File: src/logic/mandelPkg.sv
`default_nettype none

package mandelPkg;

  //////////////////////////////////////////////////
  // Frame and engine sizing
  //////////////////////////////////////////////////
  localparam int frameWidth    = 16;
  localparam int frameHeight   = 12;
  localparam int framePixels   = frameWidth * frameHeight;
  localparam int fracBits      = 32;  // Fraction part of a coordinate
  localparam int coordBits     = 36;  // 4 integer bits on top
  localparam int baseStepShift = 2;   // Quarter step at zoom 0
  localparam int numEngines    = 4;
  localparam int maxIter       = 63;

  //////////////////////////////////////////////////
  // Shared types
  //////////////////////////////////////////////////
  typedef logic signed [coordBits-1:0] coordWord;
  typedef logic [7:0] pixelAddr;                    // Row * frameWidth + column
  typedef logic [2:0] colorCode;
  typedef logic [4:0] zoomLevel;
  typedef logic [5:0] iterCount;
  typedef logic [numEngines-1:0] engineMask;        // One bit per engine
  typedef logic [$clog2(numEngines)-1:0] engineIndex;

  typedef enum logic {genIdle, genIssue} genState;
  typedef enum logic [1:0] {engIdle, engIterate, engReport} engState;

  // Round-robin search
  // First requester after the last grant, or the last grant itself if none
  function automatic engineIndex rrPick(engineMask req, engineIndex last);
    engineIndex pick;
    engineIndex cand;
    pick = last;
    for (int i = numEngines; i >= 1; i--) begin  // Nearest candidate wins
      cand = engineIndex'((int'(last) + i) % numEngines);
      if (req[cand]) pick = cand;
    end
    return pick;
  endfunction

endpackage

`default_nettype wire

File: src/logic/frameBuffer.sv
`timescale 1ns/1ps
`default_nettype none

module frameBuffer (
  input  logic                CLOCK_50,
  input  logic                pixelWrite,
  input  mandelPkg::pixelAddr pixelWriteAddr,
  input  mandelPkg::colorCode pixelWriteColor,
  input  mandelPkg::pixelAddr readAddr,
  output mandelPkg::colorCode readColor
);

  mandelPkg::colorCode mem [mandelPkg::framePixels];  // One colour per pixel

  always_ff @(posedge CLOCK_50) begin
    if (pixelWrite) mem[pixelWriteAddr] <= pixelWriteColor;
    readColor <= mem[readAddr];  // Registered read, one cycle
  end

endmodule

`default_nettype wire

File: config.mk
export PLATFORM = sky130hd
export DESIGN_NAME = frameBuffer
export DESIGN_NICKNAME = d
export VERILOG_FILES = /design/src/logic/mandelPkg.sv /design/src/logic/frameBuffer.sv
export SDC_FILE = /design/constraint.sdc
export NUM_CORES = 1
export LEC_CHECK = 0
export BUFFER_PORTS_ARGS = -buffer_cell sky130_fd_sc_hd__buf_2
export CAP_MARGIN = 0
export CORE_UTILIZATION = 45
export CTS_BUF_LIST = sky130_fd_sc_hd__clkbuf_8
export DETAILED_ROUTE_END_ITERATION = 8
export REMOVE_ABC_BUFFERS = 1
export SYNTH_ARGS = -nofsm -noshare
export SYNTH_HDL_FRONTEND = slang
export SYNTH_SLANG_ARGS = --single-unit
File: constraint.sdc
create_clock -name CLOCK_50 -period 3.7 [get_ports CLOCK_50]
set_clock_uncertainty 0.05 [all_clocks]
set_input_delay 0.185 -clock CLOCK_50 [delete_from_list [all_inputs] [get_ports CLOCK_50]]
set_output_delay 0.185 -clock CLOCK_50 [all_outputs]
set_load 0.02 [all_outputs]
Word level (Yosys, flattened, before mapping)
Memories as Yosys holds them, arrays and structs flattened. A register that Yosys moved wholly into a read port is not among the register bits.
Index checks and enable logic that the tools add are counted.
{ "totals": {"regBits": 0, "latchBits": 0, "mem_bits_rw": 576, "romBits": 0, "input_bits": 21, "output_inout_bits": 3, "word_cells": 3, "mem_count": 1} }
{ "classes": {"n_addsub": 0, "multipliers": 0, "n_div": 0, "n_lt_le_gt_ge": 0, "n_eq_ne": 0, "n_shift": 0, "n_mux": 2, "n_bitwise": 0, "n_reduce_logical": 0} }
{ "memory_table": {"columns": ["name", "words", "width", "read_ports", "rd_ports_with_merged_regs", "wr", "line", "source"], "rows": [
  ["mem", 192, 3, 1, 1, 1, "frameBuffer.sv:13", "mandelPkg::colorCode mem [mandelPkg::framePixels];"]
]} }
{ "ops": {"columns": ["operator", "count"], "rows": [
  ["1-bit two-way mux", 2]
]} }

Depth between registers and ports, before layout
{ "logic_depth": {"ltp_word": 2, "mapped_depth": 11, "depth_no_buf": 6} }

Least setup slack after synthesis
Ideal clock, no wire load.
{ "synth_timing": {"kind": "input to register", "startpoint": "input readAddr[0]", "endpoint": "register readColor[0] (read register of mem)", "setup_ps": 125, "t_arrival_ps": 2024, "required_ps": 3525, "setup_slack_ps": 1501, "path_stages": 8, "path_buffers": 3, "cell_sequence": "buf_2 > buf_4 > buf_2 > mux4_2 > a221oi_1 > o22ai_1 > a211oi_1 > o31ai_1"} }
{ "synth_rtl": {"columns": ["element", "line", "source"], "rows": [
  ["from (decl)", "frameBuffer.sv:9", "input mandelPkg::pixelAddr readAddr,"],
  ["to (decl)", "frameBuffer.sv:10", "output mandelPkg::colorCode readColor"]
]} }

==> impl_metrics.xml <==
<?xml version="1.0" encoding="UTF-8"?>
<metrics>
  <group name="yosys">
    <metric name="synth_largest_area_cell" unit="">edfxtp_1</metric>
    <metric name="post_synth.cell_area_avg" unit="µm²">19.2</metric>
    <metric name="synthDominantCellAreaShare" unit="%">74.6</metric>
    <metric name="post_synth_instance_area" unit="mm²">0.0232</metric>
    <metric name="post_synth_inst_count" unit="">1208</metric>
    <metric name="yosys_register_bits" unit="">579</metric>
    <metric name="synthDistinctLibCells" unit="">37</metric>
    <metric name="ys_seq_area_share" unit="%">74.8</metric>
    <metric name="synth.yosys.warnings" unit="">0</metric>
    <metric name="synthTopCellsByArea" unit="">edfxtp_1, mux4_2, nor2_1, mux2i_1, clkbuf_1</metric>
  </group>
  <group name="power_and_ir_drop">
    <metric name="total_power_consumption_of_the_routed_design" unit="W">0.0131</metric>
    <metric name="irDropWorstVdd" unit="V">0.000343</metric>
    <metric name="power.net_switching" unit="W">0.00288</metric>
    <metric name="clock_share_of_power" unit="%">39.2</metric>
    <metric name="powerDensity" unit="mW/mm²">504</metric>
    <metric name="comb_power_share" unit="%">5.3</metric>
    <metric name="p_int" unit="W">0.0102</metric>
    <metric name="power.share.sequential" unit="%">55.5</metric>
    <metric name="power.share.switching" unit="%">22.0</metric>
    <metric name="static-leakage-power" unit="nW">8.05</metric>
  </group>
  <group name="timing">
    <metric name="timing_worst_slew_pin_value" unit="ns">0.953</metric>
    <metric name="fmaxAchievable" unit="MHz">434</metric>
    <metric name="timing.hold.ws" unit="ns">0.0706</metric>
    <metric name="timing_max_transition_violations_final" unit="">0</metric>
    <metric name="hold_violations" unit="">0</metric>
    <metric name="period_utilization" unit="%">62.3</metric>
    <metric name="totalNegativeSetupSlack" unit="ns">0</metric>
    <metric name="timing.final.crit_period" unit="ns">2.31</metric>
    <metric name="setup_viol_count_final" unit="">0</metric>
    <metric name="headroom_to_the_max_slew_limit" unit="%">36.5</metric>
    <metric name="grt_setup_unrepaired" unit="">no</metric>
  </group>
  <group name="global_route">
    <metric name="overall_global_routing_resource_usage" unit="%">21.5</metric>
    <metric name="maximum_number_of_pins_on_one_net_before_global_route_repair" unit="">90</metric>
    <metric name="globalRouteOverflowTotal" unit="">0</metric>
    <metric name="antenna_found_initial" unit="">2</metric>
    <metric name="grt_pass1_vias" unit="">12400</metric>
    <metric name="wire_length_of_the_first_global_routing_pass" unit="µm">81400</metric>
  </group>
  <group name="critical_path">
    <metric name="setup.worst_path.end_class" unit="">register</metric>
    <metric name="crit_required" unit="ns">4.19</metric>
    <metric name="path_max_fanout" unit="">1</metric>
    <metric name="critical-path-top-delay-family" unit="">compound AO/OA/AOI/OAI gates</metric>
    <metric name="critPathLaunchType" unit="">register</metric>
    <metric name="critical_path_buf_inv_count" unit="">0</metric>
    <metric name="critical-path-slowest-cell" unit="">mux4_2</metric>
    <metric name="worst-setup-path-type" unit="">register to register</metric>
    <metric name="cpPeakStageDelay" unit="ns">0.52</metric>
    <metric name="critical_path_arrival" unit="ns">2.80</metric>
    <metric name="timing.critical_path.cells" unit="">mux4_2 -&gt; a22o_1 -&gt; a221oi_1 -&gt; o21ai_0 -&gt; o22ai_1 -&gt; nor3_1</metric>
  </group>
  <group name="clock_tree">
    <metric name="worst_skew_pair.late_latency" unit="ns">0.68</metric>
    <metric name="clock_tree.buffer_depth" unit="">3</metric>
    <metric name="cts.reportedPaths.clkPinSlew" unit="ns">0.06</metric>
    <metric name="cts_tree" unit="">yes</metric>
    <metric name="tritoncts.num_buffers" unit="">92</metric>
    <metric name="clock_sinks" unit="">579</metric>
    <metric name="cts.htree.levels" unit="">3</metric>
    <metric name="clk_root_buffer_cell" unit="">clkbuf_8</metric>
  </group>
  <group name="floorplan">
    <metric name="row_count" unit="">82</metric>
    <metric name="die_area" unit="mm²">0.0525</metric>
    <metric name="ios" unit="">24</metric>
    <metric name="die_w" unit="µm">229</metric>
    <metric name="die_height" unit="µm">229</metric>
    <metric name="start_util" unit="%">46.0</metric>
    <metric name="floorplan.core_area" unit="mm²">0.0505</metric>
  </group>
  <group name="placed_design">
    <metric name="gpl.final_weighted_congestion" unit="">0.840</metric>
    <metric name="port_buffers" unit="">23</metric>
    <metric name="place_area" unit="mm²">0.0242</metric>
    <metric name="dpl.hpwl" unit="µm">34800</metric>
  </group>
  <group name="finish">
    <metric name="relative_area_change_from_synthesis_to_final_layout" unit="%">11.8</metric>
    <metric name="stdcell_area" unit="mm²">0.0259</metric>
    <metric name="layout-drive-gt1-share" unit="%">25.0</metric>
    <metric name="final_common_cell" unit="">edfxtp_1</metric>
    <metric name="antennaDiodeCount" unit="">0</metric>
    <metric name="highest_count_cells_in_the_layout_ignoring_fill_and_taps" unit="">edfxtp_1, nor2_1, mux4_2</metric>
    <metric name="nNetsFinal" unit="">1315</metric>
  </group>
  <group name="hold_path">
    <metric name="timing.hold.worst.class" unit="">input pin to register</metric>
  </group>
  <group name="route">
    <metric name="antenna_violating_nets_post_route" unit="">0</metric>
    <metric name="initialDrtViolationCount" unit="">1368</metric>
    <metric name="drt_pre_antenna_iters" unit="">8</metric>
    <metric name="avg_vias_per_cell" unit="">5.88</metric>
    <metric name="wirelength" unit="µm">55000</metric>
    <metric name="dr_total_vias" unit="">12000</metric>
    <metric name="routed_wire_length_per_instance" unit="µm">27.0</metric>
    <metric name="drc" unit="">0</metric>
  </group>
  <group name="status">
    <metric name="outcome" unit="">finished clean</metric>
  </group>
  <group name="job">
    <metric name="timing.max_cap.violations" unit="">0</metric>
  </group>
</metrics>
-- cell families (layout without fill, tap and decap cells) --
| logic type | Yosys count | after routing | share of synthesized area [%] |
|---|---|---|---|
| mux | 184 | 184 | 16.0 |
| flops | 579 | 579 | 74.8 |
| simple gates | 299 | 299 | 5.41 |
| buf+inv | 72 | 227 | 1.51 |
| compound gates | 74 | 74 | 2.30 |
-- flip-flops by register name, indices dropped and copies added (netlist names) --
name / cells
readColor: 3
mem: 576
-- what timing repair did --
action,CTS,global route
resized for setup,0,0
hold endpoints to repair,3,0
buffers inserted,0,0
hold buffers,1,0
-- cell type report --
type | instances | area, µm²
sequential | 579 | 17400
inverter | 3 | 11.3
timing repair buffer | 61 | 514
multi-input combinational | 557 | 5490
tap | 672 | 841
fill | 4101 | 24500
clock buffer | 100 | 1380
clock inverter | 63 | 347
-- per-layer routing --
layer / track usage [%] / vias to the layer above / wire length, µm / share of wire, %
li1: - / 5073 / - / -
met1: 30.3 / 6276 / 23300 / 42
met2: 33.5 / 507 / 25900 / 47
met3: 5.30 / 100 / 4540 / 8.3
met4: 5.94 / 4 / 1260 / 2.3
met5: 0 / - / 25 / 0.045
-- power by group through the flow --
stage	logic, W	registers, W	clock network, W
3_3_place_gp	0.000691	0.00738	0
5_1_grt	0.000739	0.00724	0.00550
4_1_cts	0.000699	0.00724	0.00523
3_5_place_dp	0.000697	0.00738	0
2_1_floorplan	0.000297	0.00738	0
6_report	0.000694	0.00724	0.00512
-- Yosys cell counts --
| library cell | instances |
|---|---|
| a211oi_1 | 10 |
| a21o_1 | 4 |
| a21oi_1 | 8 |
| a221oi_1 | 10 |
| a22o_1 | 9 |
| a22oi_1 | 3 |
| a31oi_1 | 2 |
| a32oi_1 | 1 |
| and2_1 | 2 |
| and3_1 | 1 |
| buf_1 | 9 |
| buf_2 | 10 |
| buf_4 | 10 |
| buf_6 | 4 |
| clkbuf_1 | 36 |
| dfxtp_1 | 3 |
| edfxtp_1 | 576 |
| inv_1 | 1 |
| inv_2 | 2 |
| mux2_2 | 8 |
| mux2i_1 | 28 |
| mux4_2 | 148 |
| nand2_1 | 32 |
| nand2b_1 | 6 |
| nand3_1 | 24 |
| nand3b_1 | 1 |
| nand4_1 | 8 |
| nor2_1 | 201 |
| nor2b_1 | 15 |
| nor3_1 | 3 |
| nor4_1 | 1 |
| o211ai_1 | 4 |
| o21ai_0 | 9 |
| o221ai_1 | 5 |
| o22ai_1 | 7 |
| o31ai_1 | 2 |
| or2_2 | 5 |
-- stage by stage --
stage / instances / utilization (%) / worst slack (ns)
4_1_cts: 2035 / 51.4 / 1.37
5_1_grt: 2035 / 51.4 / 1.29
3_3_place_gp: 1871 / 48.0 / 0.761
3_5_place_dp: 1871 / 48.0 / 0.755
2_1_floorplan: 1139 / - / 1.80
6_report: 2035 / 51.4 / 1.39
-- worst reg2reg max path, delay by kind of cell, from the launching register on --
kind,cells,cell delay [ns]
AO/OA/AOI/OAI,4,1.15
flip-flops,1,0.37
multiplexers,1,0.53
AND/OR/NAND/NOR,1,0.11
-- path summary, 6_finish.rpt --
kind | slack, ns | end | cells after the start | start
worst min-delay path | 0.07 | mem[94][2]$_DFFE_PP_ | 3 | pixelWriteAddr[3]
worst max-delay path | 1.39 | readColor[1]$_DFF_P_ | 6 | mem[139][1]$_DFFE_PP_
worst max register to register | 1.39 | readColor[1]$_DFF_P_ | 6 | mem[139][1]$_DFFE_PP_
worst min register to register | 1.00 | readColor[2]$_DFF_P_ | 5 | mem[23][2]$_DFFE_PP_
Power figures use the tool's default switching activity.
