===== config.mk =====
export PLATFORM = sky130hd
export DESIGN_NAME = pixelCoordGen
export DESIGN_NICKNAME = d
export VERILOG_FILES = /design/src/logic/mandelPkg.sv /design/src/logic/pixelCoordGen.sv
export SDC_FILE = /design/constraint.sdc
export NUM_CORES = 1
export LEC_CHECK = 0
export ABC_AREA = 1
export BUFFER_PORTS_ARGS = -buffer_cell sky130_fd_sc_hd__buf_4
export CAP_MARGIN = 10
export CORE_ASPECT_RATIO = 1.2
export CORE_MARGIN = 1
export CORE_UTILIZATION = 30
export CTS_CLUSTER_SIZE = 25
export DETAILED_ROUTE_END_ITERATION = 10
export GPL_ROUTABILITY_DRIVEN = 0
export SLEW_MARGIN = 0
export SYNTH_ARGS = -nofsm -noshare
export SYNTH_HDL_FRONTEND = slang
export SYNTH_SLANG_ARGS = --single-unit

===== constraint.sdc =====
create_clock -name CLOCK_50 -period 2.3 [get_ports CLOCK_50]
set_input_delay 0.23 -clock CLOCK_50 [delete_from_list [all_inputs] [get_ports CLOCK_50]]
set_output_delay 0.23 -clock CLOCK_50 [all_outputs]
set_load 0.05 [all_outputs]

===== src/logic/mandelPkg.sv =====
`default_nettype none

package mandelPkg;

  //////////////////////////////////////////////////
  // Frame and engine sizing
  //////////////////////////////////////////////////
  localparam int frameWidth    = 16;
  localparam int frameHeight   = 12;
  localparam int framePixels   = frameWidth * frameHeight;
  localparam int fracBits      = 32;  // Fraction part of a coordinate
  localparam int coordBits     = 36;  // 4 integer bits on top
  localparam int baseStepShift = 2;   // Quarter step at zoom 0
  localparam int numEngines    = 4;
  localparam int maxIter       = 63;

  //////////////////////////////////////////////////
  // Shared types
  //////////////////////////////////////////////////
  typedef logic signed [coordBits-1:0] coordWord;
  typedef logic [7:0] pixelAddr;                    // Row * frameWidth + column
  typedef logic [2:0] colorCode;
  typedef logic [4:0] zoomLevel;
  typedef logic [5:0] iterCount;
  typedef logic [numEngines-1:0] engineMask;        // One bit per engine
  typedef logic [$clog2(numEngines)-1:0] engineIndex;

  typedef enum logic {genIdle, genIssue} genState;
  typedef enum logic [1:0] {engIdle, engIterate, engReport} engState;

  // Round-robin search
  // First requester after the last grant, or the last grant itself if none
  function automatic engineIndex rrPick(engineMask req, engineIndex last);
    engineIndex pick;
    engineIndex cand;
    pick = last;
    for (int i = numEngines; i >= 1; i--) begin  // Nearest candidate wins
      cand = engineIndex'((int'(last) + i) % numEngines);
      if (req[cand]) pick = cand;
    end
    return pick;
  endfunction

endpackage

`default_nettype wire


===== src/logic/pixelCoordGen.sv =====
`timescale 1ns/1ps
`default_nettype none

module pixelCoordGen (
  input  logic                CLOCK_50,
  input  logic                reset,
  input  logic                draw,
  input  mandelPkg::zoomLevel zoom,
  input  mandelPkg::coordWord upperLeftX,
  input  mandelPkg::coordWord upperLeftY,
  input  logic                busy,
  input  logic                coordReady,
  output logic                frameStart,
  output logic                coordValid,
  output mandelPkg::coordWord coordX,
  output mandelPkg::coordWord coordY,
  output mandelPkg::pixelAddr coordAddr
);

  typedef logic [$clog2(mandelPkg::frameWidth)-1:0]  colIdx;
  typedef logic [$clog2(mandelPkg::frameHeight)-1:0] rowIdx;

  mandelPkg::genState  state;
  mandelPkg::coordWord viewX;  // Left edge, reloaded every row
  mandelPkg::coordWord step;
  colIdx col;
  rowIdx row;
  logic  accept;
  logic  transfer;
  logic  lastCol;

  assign accept     = draw && (state == mandelPkg::genIdle) && !busy;
  assign coordValid = (state == mandelPkg::genIssue);
  assign transfer   = coordValid && coordReady;
  assign lastCol    = (col == colIdx'(mandelPkg::frameWidth - 1));
  assign coordAddr  = mandelPkg::pixelAddr'(row) * mandelPkg::pixelAddr'(mandelPkg::frameWidth)
                      + mandelPkg::pixelAddr'(col);  // Raster order

  //////////////////////////////////////////////////
  // Control
  //////////////////////////////////////////////////
  always_ff @(posedge CLOCK_50) begin
    if (reset) begin
      state      <= mandelPkg::genIdle;
      frameStart <= 1'b0;
      col        <= '0;
      row        <= '0;
    end else begin
      frameStart <= accept;  // One-cycle pulse, lines up with first coordValid
      case (state)
        mandelPkg::genIdle: begin
          if (accept) begin
            state <= mandelPkg::genIssue;
            col   <= '0;
            row   <= '0;
          end
        end
        mandelPkg::genIssue: begin
          if (transfer) begin
            if (lastCol) begin
              col <= '0;
              row <= row + 1'b1;
              // Bottom-right pixel handed off
              if (row == rowIdx'(mandelPkg::frameHeight - 1)) state <= mandelPkg::genIdle;
            end else begin
              col <= col + 1'b1;
            end
          end
        end
        default: state <= mandelPkg::genIdle;
      endcase
    end
  end

  //////////////////////////////////////////////////
  // View and coordinate stepping
  //////////////////////////////////////////////////
  always_ff @(posedge CLOCK_50) begin
    if (accept) begin
      viewX  <= upperLeftX;
      coordX <= upperLeftX;
      coordY <= upperLeftY;
      // One shifted right by base shift plus zoom
      step   <= (mandelPkg::coordWord'(1) <<< mandelPkg::fracBits)
                >>> (mandelPkg::baseStepShift + zoom);
    end else if (transfer) begin
      if (lastCol) begin
        coordX <= viewX;          // Back to left edge
        coordY <= coordY - step;  // Imaginary part falls going down
      end else begin
        coordX <= coordX + step;
      end
    end
  end

endmodule

`default_nettype wire


Word-level counts from Yosys, hierarchy flattened. Index checks and enable logic that the tools add are counted.

Register bits: 154. Bits in latches: 0. Memory bits (writable): 0. ROM bits: 0. Bits of input ports: 82. Output and inout bits: 82. Logic and storage cells: 48. Memories kept: 0.

Add/subtract/negate cells: 6. Multiply operators: 0. Div/mod/pow operators: 0. Order comparisons: 0. Equal/unequal tests: 5. Shift-type cells: 1. Multiplexer cells: 18. Bitwise logic cells: 1. Reductions and logical operators: 9.

Operators by type and width (number): $mux W36 (6); $add A36 B36 Y36 (1); $sshr A34 B6 Y36 const A (1); $sub A36 B36 Y36 (1); $mux W4 (5); $pmux W4 S2 (2); $add A4 B1 Y4 const B (2); $add A8 B4 Y8 (1); $eq A4 B4 Y1 const B (2); $add A2 B5 Y6 const A (1); $mux W1 (4); $ne A2 B1 Y1 const B (2); $reduce_and A2 Y1 (2); $reduce_bool A2 Y1 (2); $logic_and A1 B1 Y1 (3); $reduce_and A3 Y1 (1); $ne A2 B2 Y1 const B (1); $pmux W1 S2 (1); $logic_not A1 Y1 (1); $not A1 Y1 (1).

Logic depth before layout (Yosys ltp).
Depth in word-level cells: 5. Gate-level depth with buffers: 16. Gate-level depth less buffers: 16.

Least setup slack after synthesis. No wires, ideal clock.

Path type: flip-flop to flip-flop. Start: reg coordX[0]. End: reg coordX[32] (data pin). Data arrival time: 2156 ps. Required time: 2045 ps. Setup slack: -112 ps. Cell stages (with the launch flop): 16. Period minus slack after synthesis: 2412 ps. Path through: edfxtp_1 ha_1 inv_1 fa_1 inv_1 nand3_1 nand3_2 nand2_1 nand2_2 nand3_1 nand2_1 nand2_1 nand3_1 nand3_1 nand2_1 nand2_1.

Longest elaborated chain between the ends: 4.

Ends and longest elaborated chain: start: declaration (line pixelCoordGen.sv:15) `output mandelPkg::coordWord coordX,`; start signal: assignment (line pixelCoordGen.sv:81) `coordX <= upperLeftX;`; start signal: assignment (line pixelCoordGen.sv:88) `coordX <= viewX;`; start signal: assignment (line pixelCoordGen.sv:91) `coordX <= coordX + step;`; $add A36 B36 Y36 (line pixelCoordGen.sv:91); $mux W36 (line pixelCoordGen.sv:87) `if (lastCol) begin`; $mux W36 (line pixelCoordGen.sv:86) `end else if (transfer) begin`; $mux W36 (line pixelCoordGen.sv:79) `if (accept) begin`.

No other way between the ends. The select of a mux whose other input is x is not followed. A chain may end at the register's enable or synchronous reset.

Worst setup path after layout.
Start: reg step[18]. End: reg coordY[31] (data pin).

Longest elaborated chain between the ends: 4.

Ends and longest elaborated chain: start: declaration (line pixelCoordGen.sv:25) `mandelPkg::coordWord step;`; start signal: assignment (line pixelCoordGen.sv:84) `step <= (mandelPkg::coordWord'(1) <<< mandelPkg::fracBits)`; $sub A36 B36 Y36 (line pixelCoordGen.sv:89) `coordY <= coordY - step;`; $mux W36 (line pixelCoordGen.sv:87); $mux W36 (line pixelCoordGen.sv:86); $mux W36 (line pixelCoordGen.sv:79); end signal: assignment (line pixelCoordGen.sv:82) `coordY <= upperLeftY;`; end signal: assignment (line pixelCoordGen.sv:89); end: declaration (line pixelCoordGen.sv:16) `output mandelPkg::coordWord coordY,`.

No other way between the ends. The select of a mux whose other input is x is not followed.

==> impl_metrics.csv <==
group,metric,value,unit
run_status,status,"finished clean",
min_path,hold_depth,1,
timing,max_slew.worst_pin.slew,532,ps
worst_setup_path,r2r_slack,50,ps
cts,clkSinkCount,151,
cts,cts_buffers,17,
worst_setup_path,r2r_cells,10,
min_path,hold_start,"upperLeftX[28]",
power,p_leak,6.54,nW
power,netSwitchingPower,3.59,mW
worst_setup_path,r2r-end,"coordY[31]$_DFFE_PP_",
synthesis,ys_types,38,
placement,port_buffers,163,
min_path,min_to,"viewX[28]$_DFFE_PP_",
worst_setup_path,cp_cell_sequence,"inv_1 > ha_4 > a21oi_1 > o21ai_1 > buf_4 > a21oi_1 > o21a_1 > nand3b_1 > nand3_1 > nand2_1",
placement,dp_hpwl,28500,um
synthesis,synth_flop_cell,"edfxtp_1",
worst_setup_path,timing.critical_path.mode_cell,"a21oi_1",
cts,htree_num_levels,4,
global_route,first_global_vias,10400,
global_route,antenna_found_initial,0,
route,wl_met1,15600,um
synthesis,synth_edf_count,141,
floorplanning,ioPinCount,164,
worst_setup_path,slowest_stage,"edfxtp_1",
route,wl_per_cell,16.4,um
layout,diodes,0,
floorplanning,die_x,176,um
synthesis,synthCells,1500,
cts,cts_buffer_depth,2,
route,ant_nets,0,
worst_setup_path,crit_path_end_kind,"flip-flop",
worst_setup_path,crit_buf_inv,2,
cts,clk_root_buffer_cell,"clkbuf_16",
floorplanning,initial_utilization,0.304,
synthesis,asyncSetResetFlopFracSynth,0,
synthesis,synth.most_common_cell,"nand2_1",
cts,clkSlewWorstSetupHoldPaths,70,ps
worst_setup_path,critical_path_class,"flip-flop to flip-flop",
power,p_int,6.19,mW
route,route.met2.wl,18200,um
global_route,grt_pass1_wl,55000,um
min_path,hold_path.class,"input port to flip-flop",
worst_setup_path,crit_arrival,2440,ps
route,num_vias,10900,
worst_setup_path,max_stage_delay,440,ps
power,vdd_drop_max,501,uV
layout,drive_gt1_frac,0.230,
route,routed.top_layer,"met4",
layout,area_delta_synth_final,34.7,%
route,met3_length,1800,um
synthesis,yosysTopAreaCellShare,0.387,
cts,cts_tree,"yes",
floorplanning,rows,76,
timing,setup_ws,53.4,ps
route,vias_per_cell,4.90,
global_route,grt_start_max_net_pins,79,
worst_setup_path,start_kind,"flip-flop",
synthesis,yosys.area.top_type,"edfxtp_1",
power,clockPowerShare,0.282,
floorplanning,dieHeight,211,um
global_route,grt_usage,0.193,
power,totalPowerFinal,9.78,mW
synthesis,synthesis.nets,1653,
worst_setup_path,worstPathMaxFanout,5,
route,drt-total-wl,36400,um
worst_setup_path,required,2490,ps
synthesis,syn-mean-instance-area,7.29,um2
floorplanning,coreArea,35900,um2
power,p_seq_frac,0.357,
power,p_per_area,664,nW/um2
synthesis,yosys_register_bits,151,
route,drt_first_pass_iters,6,
synthesis,yosys-top-cells-area,"edfxtp_1 (39%), nand2_1 (16%), ha_1 (7.9%)",
layout,nets,1896,
timing,slew_headroom,0.644,
route,drc_errors,0,
power,pwr-share-comb,0.361,
power,p_sw_frac,0.367,
route,drt_iter0_drc,825,
placement,place_ws,-192,ps
timing,post-route-min-period,2250,ps
timing,setup_viol,0,
synthesis,synthTopCellsByCount,"nand2_1 (468), inv_1 (184), nor2_1 (182)",
global_route,overflow,0,
cts,clk_latency,430,ps
timing,skew,9.02,ps
job,drv_cap,0,
synthesis,synth_seq_area_share,0.405,
timing,finalCritPeriodShare,0.977,
worst_setup_path,rr_startpoint,"step[18]$_SDFFCE_PP0P_",
timing,slew_violations,0,
synthesis,yosys_warnings,0,
timing,fin_hold_ws,14.8,ps
timing,grt_setup_unrepaired,"true",
floorplanning,die_area,37200,um2
worst_setup_path,cp_top_family,"compound AO/OA/AOI/OAI gates",
timing,fmax,445,MHz
synthesis,syn-cell-area,10900,um2
timing,hold_viol_final,0,
-- power groups by stage --
stage | clock network [mW] | logic (mW) | registers (mW)
3_3_place_gp | 0 | 3.09 | 3.52
3_5_place_dp | 0 | 3.13 | 3.53
2_1_floorplan | 0 | 1.74 | 3.90
5_1_grt | 2.89 | 3.88 | 3.51
4_1_cts | 2.82 | 3.25 | 3.47
6_report | 2.76 | 3.53 | 3.49
-- metal layers --
layer	track usage	vias up
li1	-	5436
met1	0.243	5084
met2	0.338	324
met3	0.0286	54
met4	0.0589	0
met5	0	-
-- cells by family after synthesis --
| group | share of synthesized area |
|---|---|
| AOI/OAI and AO/OA | 0.0993 |
| xor gates and xnor gates | 0.0232 |
| adders and majority gates | 0.0826 |
| buffers and inverters | 0.0750 |
| DFF | 0.405 |
| and+or+nand+nor | 0.315 |
-- metrics by stage --
stage / utilization / area [um2] / cells / TNS (ps)
6_report: 0.410 / 14700 / 2223 / 0
5_1_grt: 0.410 / 14700 / 2223 / -639
4_1_cts: 0.390 / 14000 / 2210 / 0
3_5_place_dp: 0.360 / 12900 / 2135 / -956
3_3_place_gp: 0.360 / 12900 / 2135 / -779
2_1_floorplan: - / 11000 / 1500 / -241
-- final cells by class --
class,instances,area (um2)
sequential,151,4430
multi-input combinational,1135,6430
fill,3721,21200
tap,468,586
clock inverter,14,135
clock buffer,17,425
inverter,189,712
timing repair buffer,249,2010
-- state kept, by name, summed over array words and instances, names as in the netlist --
register,cells
coordValid,1
coordY,36
step,33
coordX,36
frameStart,1
viewX,36
col,4
row,4
-- timing repair --
item	4_1_cts	5_1_grt
resized for setup	24	131
buffers inserted	8	13
endpoints found under the setup margin	10	44
endpoints found under the hold margin	39	0
pin swaps	7	12
hold buffers	36	0
-- worst max path at each step --
stage / from / end / slack [ps] / depth (start not counted)
floorplan: coordX[0]$_DFFE_PP_ / coordX[28]$_DFFE_PP_ / -60 / 15
finish: step[18]$_SDFFCE_PP0P_ / coordY[31]$_DFFE_PP_ / 50 / 10
global placement: step[0]$_SDFFCE_PN0P_ / coordX[22]$_DFFE_PP_ / -170 / 15
detailed placement: step[0]$_SDFFCE_PN0P_ / coordX[22]$_DFFE_PP_ / -190 / 15
global route: step[19]$_SDFFCE_PP0P_ / coordX[28]$_DFFE_PP_ / -80 / 11
CTS: step[0]$_SDFFCE_PN0P_ / coordX[29]$_DFFE_PP_ / 6 / 14
-- layout by cell type, fill, tap and decap left out, drive strengths merged, types with 7 or more instances in the layout --
cell type | Yosys | final
nand2 | 474 | 474
nand3 | 109 | 109
nor2 | 188 | 188
ha | 69 | 69
edfxtp | 141 | 141
xnor2 | 17 | 17
nand4 | 15 | 15
nand3b | 7 | 7
o21ai | 79 | 79
a21oi | 103 | 103
buf | 16 | 213
clkbuf | 9 | 17
inv | 187 | 188
dlygate4sd3 | 0 | 36
o21a | 8 | 8
nor3 | 30 | 30
xor2 | 12 | 12
dfxtp | 10 | 10
clkinv | 2 | 7
Power figures use the tool's default switching activity.
