`src/logic/mandelPkg.sv`:
```
`default_nettype none

package mandelPkg;

  //////////////////////////////////////////////////
  // Frame and engine sizing
  //////////////////////////////////////////////////
  localparam int frameWidth    = 16;
  localparam int frameHeight   = 12;
  localparam int framePixels   = frameWidth * frameHeight;
  localparam int fracBits      = 32;  // Fraction part of a coordinate
  localparam int coordBits     = 36;  // 4 integer bits on top
  localparam int baseStepShift = 2;   // Quarter step at zoom 0
  localparam int numEngines    = 4;
  localparam int maxIter       = 63;

  //////////////////////////////////////////////////
  // Shared types
  //////////////////////////////////////////////////
  typedef logic signed [coordBits-1:0] coordWord;
  typedef logic [7:0] pixelAddr;                    // Row * frameWidth + column
  typedef logic [2:0] colorCode;
  typedef logic [4:0] zoomLevel;
  typedef logic [5:0] iterCount;
  typedef logic [numEngines-1:0] engineMask;        // One bit per engine
  typedef logic [$clog2(numEngines)-1:0] engineIndex;

  typedef enum logic {genIdle, genIssue} genState;
  typedef enum logic [1:0] {engIdle, engIterate, engReport} engState;

  // Round-robin search
  // First requester after the last grant, or the last grant itself if none
  function automatic engineIndex rrPick(engineMask req, engineIndex last);
    engineIndex pick;
    engineIndex cand;
    pick = last;
    for (int i = numEngines; i >= 1; i--) begin  // Nearest candidate wins
      cand = engineIndex'((int'(last) + i) % numEngines);
      if (req[cand]) pick = cand;
    end
    return pick;
  endfunction

endpackage

`default_nettype wire

```
`src/logic/workDispatcher.sv`:
```
`timescale 1ns/1ps
`default_nettype none

module workDispatcher (
  input  logic                 CLOCK_50,
  input  logic                 reset,
  input  logic                 coordValid,
  input  mandelPkg::engineMask engineIdle,
  output logic                 coordReady,
  output mandelPkg::engineMask jobStart
);

  mandelPkg::engineIndex lastGrant;  // Engine that got the previous pixel
  mandelPkg::engineIndex pick;
  logic                  grant;

  // Any idle engine can take a pixel
  always_comb begin
    pick       = mandelPkg::rrPick(engineIdle, lastGrant);
    coordReady = |engineIdle;
    grant      = coordValid && coordReady;
    jobStart   = grant ? (mandelPkg::engineMask'(1) << pick) : '0;  // One-hot
  end

  always_ff @(posedge CLOCK_50) begin
    if (reset) begin
      // First grant lands on engine 0
      lastGrant <= mandelPkg::engineIndex'(mandelPkg::numEngines - 1);
    end else if (grant) begin
      lastGrant <= pick;
    end
  end

endmodule

`default_nettype wire

```
`config.mk`:
```
export PLATFORM = sky130hd
export DESIGN_NAME = workDispatcher
export DESIGN_NICKNAME = d
export VERILOG_FILES = /design/src/logic/mandelPkg.sv /design/src/logic/workDispatcher.sv
export SDC_FILE = /design/constraint.sdc
export NUM_CORES = 1
export LEC_CHECK = 0
export BUFFER_PORTS_ARGS = -buffer_cell sky130_fd_sc_hd__buf_2
export CORE_AREA = 3 3 40 42
export CTS_BUF_LIST = sky130_fd_sc_hd__clkbuf_4 sky130_fd_sc_hd__clkbuf_8 sky130_fd_sc_hd__clkbuf_16
export CTS_CLUSTER_SIZE = 12
export DETAILED_ROUTE_END_ITERATION = 16
export DIE_AREA = 0 0 43 45
export PLACE_DENSITY = 0.38
export SYNTH_ARGS = -nofsm -noshare
export SYNTH_HDL_FRONTEND = slang
export SYNTH_SLANG_ARGS = --single-unit
```
`constraint.sdc`:
```
create_clock -name CLOCK_50 -period 1.3 [get_ports CLOCK_50]
set_input_delay 0 -clock CLOCK_50 [delete_from_list [all_inputs] [get_ports CLOCK_50]]
set_output_delay 0 -clock CLOCK_50 [all_outputs]
set_load 0.03 [all_outputs]
```
Word level (Yosys, flattened, before mapping)
Cells that the tools add are included.
- output and inout port bits: 5
- RAM bits: 0
- bits in read-only memories: 0
- bits in registers: 2
- bits of input ports: 7
- bits in latches: 0
- memories: 0
- mux-type cells: 13
- $mul: 0
- shifts and indexed selects: 1
- equality and inequality tests: 0
- bitwise operators: 0
- div/mod/pow operators: 0
- add/subtract/negate cells: 4
- $lt $le $gt $ge: 4
- reductions and logical operators: 2
- operators with widths (kind ; count):
    $lt A2 B3 Y1 const B ; 4
    $bmux W1 S2 ; 4
    $mux W2 ; 4
    $add A2 B1 Y2 const B ; 2
    $add A2 B2 Y2 const B ; 2
    $mux W1 ; 4
    $mux W4 ; 1
    $reduce_or A4 Y1 ; 1
    $shl A1 B2 Y4 const A ; 1
    $logic_and A1 B1 Y1 ; 1

Depth between registers and ports, before layout
Gate-level depths: netlist (run 1).
- depth in word-level cells: 9
- mapped depth: 4

Worst setup path before layout (run 1)
Ideal clock, no wire load.
- kind: reg-to-output
- start point: reg lastGrant[1]
- end point: out jobStart[2]
- stages on the path, launching flop included: 5
- data required time: 1300 ps
- data arrival time: 1733 ps
- setup slack: -433 ps
- cells stage by stage: dfxtp_1 > buf_6 > a21oi_1 > o31ai_1 > nor4_1
- longest elaborated chain between the ends: 9
- elaborated cells between the ends (all ways): 18
- classes of those cells: 4 x add/sub; 1 x shift; 13 x mux
- RTL lines (what ; RTL line ; RTL):
    start: declaration ; workDispatcher.sv:13 ; mandelPkg::engineIndex lastGrant;
    start signal: assignment ; workDispatcher.sv:28 ; lastGrant <= mandelPkg::engineIndex'(mandelPkg::numEngines - 1);
    start signal: assignment ; workDispatcher.sv:30 ; lastGrant <= pick;
    $add A2 B1 Y2 ; mandelPkg.sv:38 ; cand = engineIndex'((int'(last) + i) % numEngines);
    $bmux W1 S2 ; mandelPkg.sv:39 ; if (req[cand]) pick = cand;
    $mux W1 (implied by the code) ; mandelPkg.sv:39 ;
    $mux W2 (3 in series) ; mandelPkg.sv:39 ;
    $mux W2 * ; mandelPkg.sv:39 ;
    $shl A1 B2 Y4 * ; workDispatcher.sv:22 ; jobStart = grant ? (mandelPkg::engineMask'(1) << pick) : '0;
    $mux W4 * ; workDispatcher.sv:22 ;
    end: declaration ; workDispatcher.sv:10 ; output mandelPkg::engineMask jobStart
Every way passes the cells marked *; elsewhere a longest branch is shown, timed or not. The select of a mux whose other input is x is not followed.

Worst setup path in the final report (run 1)
- start point: reg lastGrant[1]
- end point: out jobStart[3]
The elaborated chain is that of the path after synthesis.

==> results of run 1 <==
-- through the flow --
step | instances | cell area (sq um) | power, mW | TNS, ns | setup WS (ns)
2_1_floorplan | 28 | 310 | 0.198 | -0.301 | -0.102
3_3_place_gp | 60 | 425 | 0.262 | -0.362 | -0.104
3_5_place_dp | 60 | 425 | 0.263 | -0.458 | -0.141
4_1_cts | 63 | 478 | 0.418 | -0.779 | -0.214
5_1_grt | 63 | 479 | 0.439 | -1.03 | -0.278
6_report | 63 | 479 | 0.410 | -0.734 | -0.205
-- cell usage in the layout (no fill, tap or decap), drive strengths merged, types with 2 or more instances in the layout --
master	count
clkbuf	3
o21ai	2
dfxtp	2
a311oi	2
nor4	2
buf	18
a21oi	3
-- metal layers --
layer | vias up | part of all wire [%]
li1 | 157 | -
met1 | 148 | 47
met2 | 5 | 53
met3 | 0 | 0.85
met4 | 0 | 0
met5 | - | 0
-- timing repair --
action                                  4_1_cts  5_1_grt
endpoints found under the setup margin        4        4
endpoints found under the hold margin         0        0
gates resized for setup                      12        1
buffers inserted                              0        0
gates cloned                                  0        0
pin swaps                                     2        0
-- cells in the mapped netlist --
cell type and instances:
a21o_1 1, a21oi_1 3, a311oi_1 2, a41oi_1 1
and3b_2 1, buf_6 1, dfxtp_1 2, mux2i_1 1
nand2_1 1, nand2b_1 1, nor2_1 1, nor2b_1 1
nor3b_1 1, nor4_1 1, nor4_2 1, o21ai_0 2
o31a_4 1, o31ai_1 1, o41ai_4 1, or2_2 1
or3_4 1, or3b_1 1, or4_1 1
-- tightest hold or removal path, cell delays in order --
cell and delay, ns:
buf_2 0.11, a21oi_1 0.04, o21ai_0 0.05
-- path summary, 6_finish.rpt --
check | start | end | cells after the start
max reg2reg | lastGrant[1]$_SDFFE_PP1P_ | lastGrant[1]$_SDFFE_PP1P_ | 4
min reg2reg | lastGrant[1]$_SDFFE_PP1P_ | lastGrant[1]$_SDFFE_PP1P_ | 2
min | reset | lastGrant[1]$_SDFFE_PP1P_ | 3
max | lastGrant[1]$_SDFFE_PP1P_ | jobStart[3] | 4
-- logic make-up (layout without fill, tap and decap cells) --
logic type / after synthesis / count (layout) / share of synthesized area (%)
compound gates: 12 / 12 / 42.4
buf+inv: 1 / 21 / 4.29
flops: 2 / 2 / 15.2
mux: 1 / 1 / 3.81
simple gates: 12 / 12 / 34.3
-- report_power, final --
part	switching, mW	leakage, nW	total (mW)	internal (mW)
clock network	0.0310	0.0138	0.132	0.101
logic	0.106	0.166	0.201	0.0949
registers	0.00824	0.0164	0.0769	0.0687
total	0.145	0.196	0.410	0.265
-- final cells by class --
cell class | count | area (sq um)
Multi-Input combinational cell | 25 | 268
Timing Repair Buffer | 18 | 125
Tap cell | 15 | 18.8
Fill cell | 141 | 806
Clock buffer | 3 | 22.5
Sequential cell | 2 | 45.0
==> impl_metrics.toml, run 1 <==
[yosys]
synth_area_leaders = "dfxtp_1 15%, o41ai_4 10%, a311oi_1 6.7%"
yosysSeqAreaShare_pct = 15.2
synth_cells = 28
ys_ff_latch = 2
syn_area_per_cell_sq_um = 9.38
synth_top_area_cell = "dfxtp_1"
syn_area_sq_um = 263
ys_types = 23
synth_top_area_share_pct = 15.2
ys_warn_count = 0
syn_nets = 35

[timing]
hold_viol = 0
slew_headroom_pct = 69.6
finalCritPeriodShare_pct = 116
clock_skew_ns = 0.000656
fin_hold_ws_ns = 0.0163
grt_setup_unrepaired = "true"
period_needed_ns = 1.51
max_freq_mhz = 664
setup_viol = 4
slew_violations = 0
setup_slack_ns = -0.205
tightest_slew_ns = 0.454

[worst_setup_path]
path_buf_inv = 2
critPathLaunchType = "register"
path_cells = "or3b_4, buf_6, a311oi_2, buf_4"
cp_slowest_stage_delay_ns = 0.39
cp_max_fo = 8
worstPathRequired_ns = 1.30
cp-end-kind = "output pin"
crit_type = "register to output pin"
reg2reg_slack_ns = 0.13
path_delay_family = "simple AND/OR/NAND/NOR gates"
slowest_stage = "or3b_4"
worstPathArrival_ns = 1.51

[floorplanning]
initial_core_util_pct = 20.4
coreArea_sq_um = 1280
rows = 13
die_x_um = 43
die_y_um = 45
dieArea_sq_um = 1940
ios = 12

[clock_network]
cts-root-buf = "clkbuf_4"
htree_levels = 1
clk_pin_slew_ns = 0.03
hold_buffers = 0
clk_path_buf_depth = 2
cts_sinks = 2
cts_tree = "yes"
cts_buffers = 3
worstSkewPairLatency_ns = 0.22

[cells_and_area]
drive_gt1_share_pct = 70.8
largest_reg_flops = 2
reg_top3 = "lastGrant (2)"
antenna_cells = 0
nets = 57
fin_util_pct = 37.3
syn_to_final_growth_pct = 82.4
top_register = "lastGrant"

[route]
drc = 0
detail_route.first_pass.iterations = 2
wirelength_um = 819
detail-route-antenna-nets = 0
via_per_inst = 4.92
wl_per_cell_um = 13.0
vias = 310
drtIter0Drc = 1

[power]
ir_worst_vdd_v = 0.000278
p_per_area_nw_per_um2 = 856
leakagePower_nw = 0.196

[grt]
grt.met2_usage_pct = 16.2
grt-ovfl-total = 0
use_met1_pct = 10.8
antenna_found_initial = 0
grt_max_degree = 9
grt.met3_usage_pct = 3.59
grt_pass1_wl_um = 1370
grt-busiest-layer = "met2"
grt_pass1_vias = 311
globalRouteTotalUtil_pct = 9.22

[place]
dpl.hpwl_um = 654
routabilityCongestion = 0.670
io_buffers = 11

[min_path]
min_path_type = "input port to register"

[run]
drv_cap = 0

[status]
status = "complete, but fails checks"
failed_checks = "setup timing"
Note: power is estimated with default switching activity, not from simulation.
==> run 2, diff against run 1 <==
--- a/config.mk
+++ b/config.mk
@@ -12,6 +12,7 @@
 export DETAILED_ROUTE_END_ITERATION = 16
 export DIE_AREA = 0 0 43 45
 export PLACE_DENSITY = 0.38
+export SKIP_LAST_GASP = 1
 export SYNTH_ARGS = -nofsm -noshare
 export SYNTH_HDL_FRONTEND = slang
 export SYNTH_SLANG_ARGS = --single-unit
==> run 2 against run 1 <==
Against the previous run:
- the run still ends with setup timing left
- setup slack about the same
- die area is the same
- sequential power is 0.8% lower
- largest power group unchanged
- critical path type unchanged
- utilization fell by 0.097 points
- cell count unchanged
- power barely moved
- combinational power is essentially flat
- largest cell class unchanged
- design area fell by 0.26%
- via count unchanged
- register-to-register slack barely moved
- critical path depth stayed put
- count of clock-buffer cells in the layout unchanged
==> impl_metrics.toml, run 2 (synthesis results as in run 1) <==
[timing]
slew_headroom_pct = 69.6
slew_violations = 0
clock_skew_ns = 0.000369
grt_setup_unrepaired = "true"
finalCritPeriodShare_pct = 116
tightest_slew_ns = 0.454
period_needed_ns = 1.51
fin_hold_ws_ns = 0.0163
setup_slack_ns = -0.205
max_freq_mhz = 664
hold_viol = 0
setup_viol = 4

[route]
drc = 0
detail-route-antenna-nets = 0
detail_route.first_pass.iterations = 2
wl_per_cell_um = 13.0
via_per_inst = 4.92
vias = 310
wirelength_um = 821
drtIter0Drc = 1

[min_path]
min_path_type = "input port to register"

[cells_and_area]
drive_gt1_share_pct = 68.8
finalNonFillerCells = 63
final_common_cell = "buf_4"
syn_to_final_growth_pct = 81.9
final_area_sq_um = 478
nets = 57
reg_top3 = "lastGrant (2)"
layout_common_cells = "9 x buf_4, 7 x buf_2, 3 x a21oi_1, 3 x clkbuf_4"
largest_reg_flops = 2
fin_util_pct = 37.2
antenna_cells = 0
top_register = "lastGrant"
nFillCells = 140

[worst_setup_path]
crit_type = "register to output pin"
worstPathArrival_ns = 1.51
worstPathRequired_ns = 1.30
cp-end-kind = "output pin"
cp_max_fo = 8
critPathLaunchType = "register"

[grt]
globalRouteTotalUtil_pct = 9.22
grt_max_degree = 9
grt_pass1_wl_um = 1370
grt-ovfl-total = 0
antenna_found_initial = 0
grt_pass1_vias = 311

[clock_network]
htree_levels = 1
worstSkewPairLatency_ns = 0.22
cts_sinks = 2
hold_buffers = 0
clk_pin_slew_ns = 0.03
cts_setup_buffers = 0
cts_buffers = 3
cts_tree = "yes"
cts-root-buf = "clkbuf_4"
clk_path_buf_depth = 2

[run]
drv_cap = 0

[power]
total_power_uw = 410
p_sw_uw = 145
comb_power_share_pct = 49.0
ir_worst_vdd_v = 0.000278
swShare_pct = 35.5
p_seq_share_pct = 18.6
p_int_uw = 264
leakagePower_nw = 0.196
p_clk_share_pct = 32.4
p_per_area_nw_per_um2 = 857

[floorplanning]
initial_core_util_pct = 20.4
die_y_um = 45
coreArea_sq_um = 1280
dieArea_sq_um = 1940
die_x_um = 43
ios = 12
rows = 13

[status]
status = "complete, but fails checks"
failed_checks = "setup timing"

[place]
io_buffers = 11
placed_area_sq_um = 425
dpl.hpwl_um = 654
dp.cells = 60
routabilityCongestion = 0.670
## run 2: cell count changes in the layout (fill, tap and decap cells not counted)
cell,before,now
dfxtp_1,0,1
dfxtp_2,1,0
## run 2: critical path: stages, from the launching register on
cell	delay [ns]
dfxtp_4	0.36
or3b_4	0.39
buf_6	0.14
a311oi_2	0.20
buf_4	0.20
## run 2: power by group through the flow
| stage | Clock, mW | Combinational [mW] | Sequential, mW |
|---|---|---|---|
| after floorplan | 0 | 0.126 | 0.0721 |
| after global placement | 0 | 0.186 | 0.0754 |
| after detailed placement | 0 | 0.186 | 0.0766 |
| after CTS | 0.140 | 0.202 | 0.0763 |
| after global routing | 0.146 | 0.214 | 0.0773 |
| final | 0.133 | 0.201 | 0.0763 |
## run 2: stage by stage
step                TNS [ns]  setup WS, ns
floorplan             -0.301        -0.102
finish                -0.734        -0.205
global route           -1.04        -0.278
detailed placement    -0.458        -0.141
global placement      -0.362        -0.104
CTS                   -0.779        -0.214
## run 2: repair_timing
action | CTS | global route
setup endpoints to repair | 4 | 4
pin swaps | 2 | 0
resized for setup | 12 | 0
## run 2: final timing paths
kind                                                 from                         to  slack [ns]  depth (start not counted)
worst max-delay path            lastGrant[1]$_SDFFE_PP1P_                jobStart[3]       -0.21                          4
worst min-delay path                                reset  lastGrant[1]$_SDFFE_PP1P_        0.02                          3
worst max register to register  lastGrant[0]$_SDFFE_PP1P_  lastGrant[0]$_SDFFE_PP1P_        0.13                          5
worst min register to register  lastGrant[1]$_SDFFE_PP1P_  lastGrant[1]$_SDFFE_PP1P_        0.53                          2
## run 2: layout make-up
| class | count | area [sq um] | share of cell area [%] |
|---|---|---|---|
| Clock buffer | 3 | 22.5 | 4.71 |
| Sequential cell | 2 | 43.8 | 9.16 |
| Timing Repair Buffer | 18 | 125 | 26.2 |
| Tap cell | 15 | 18.8 | 3.93 |
| Multi-Input combinational cell | 25 | 268 | 56.0 |
## run 2: routing by layer
| layer | up-vias | share of wire, % | GRT usage (%) |
|---|---|---|---|
| met1 | 148 | 47 | 10.8 |
| met4 | 0 | 0 | 1.81 |
| met5 | - | 0 | 0 |
| li1 | 157 | - | - |
| met3 | 0 | 0.85 | 3.59 |
| met2 | 5 | 52 | 16.2 |
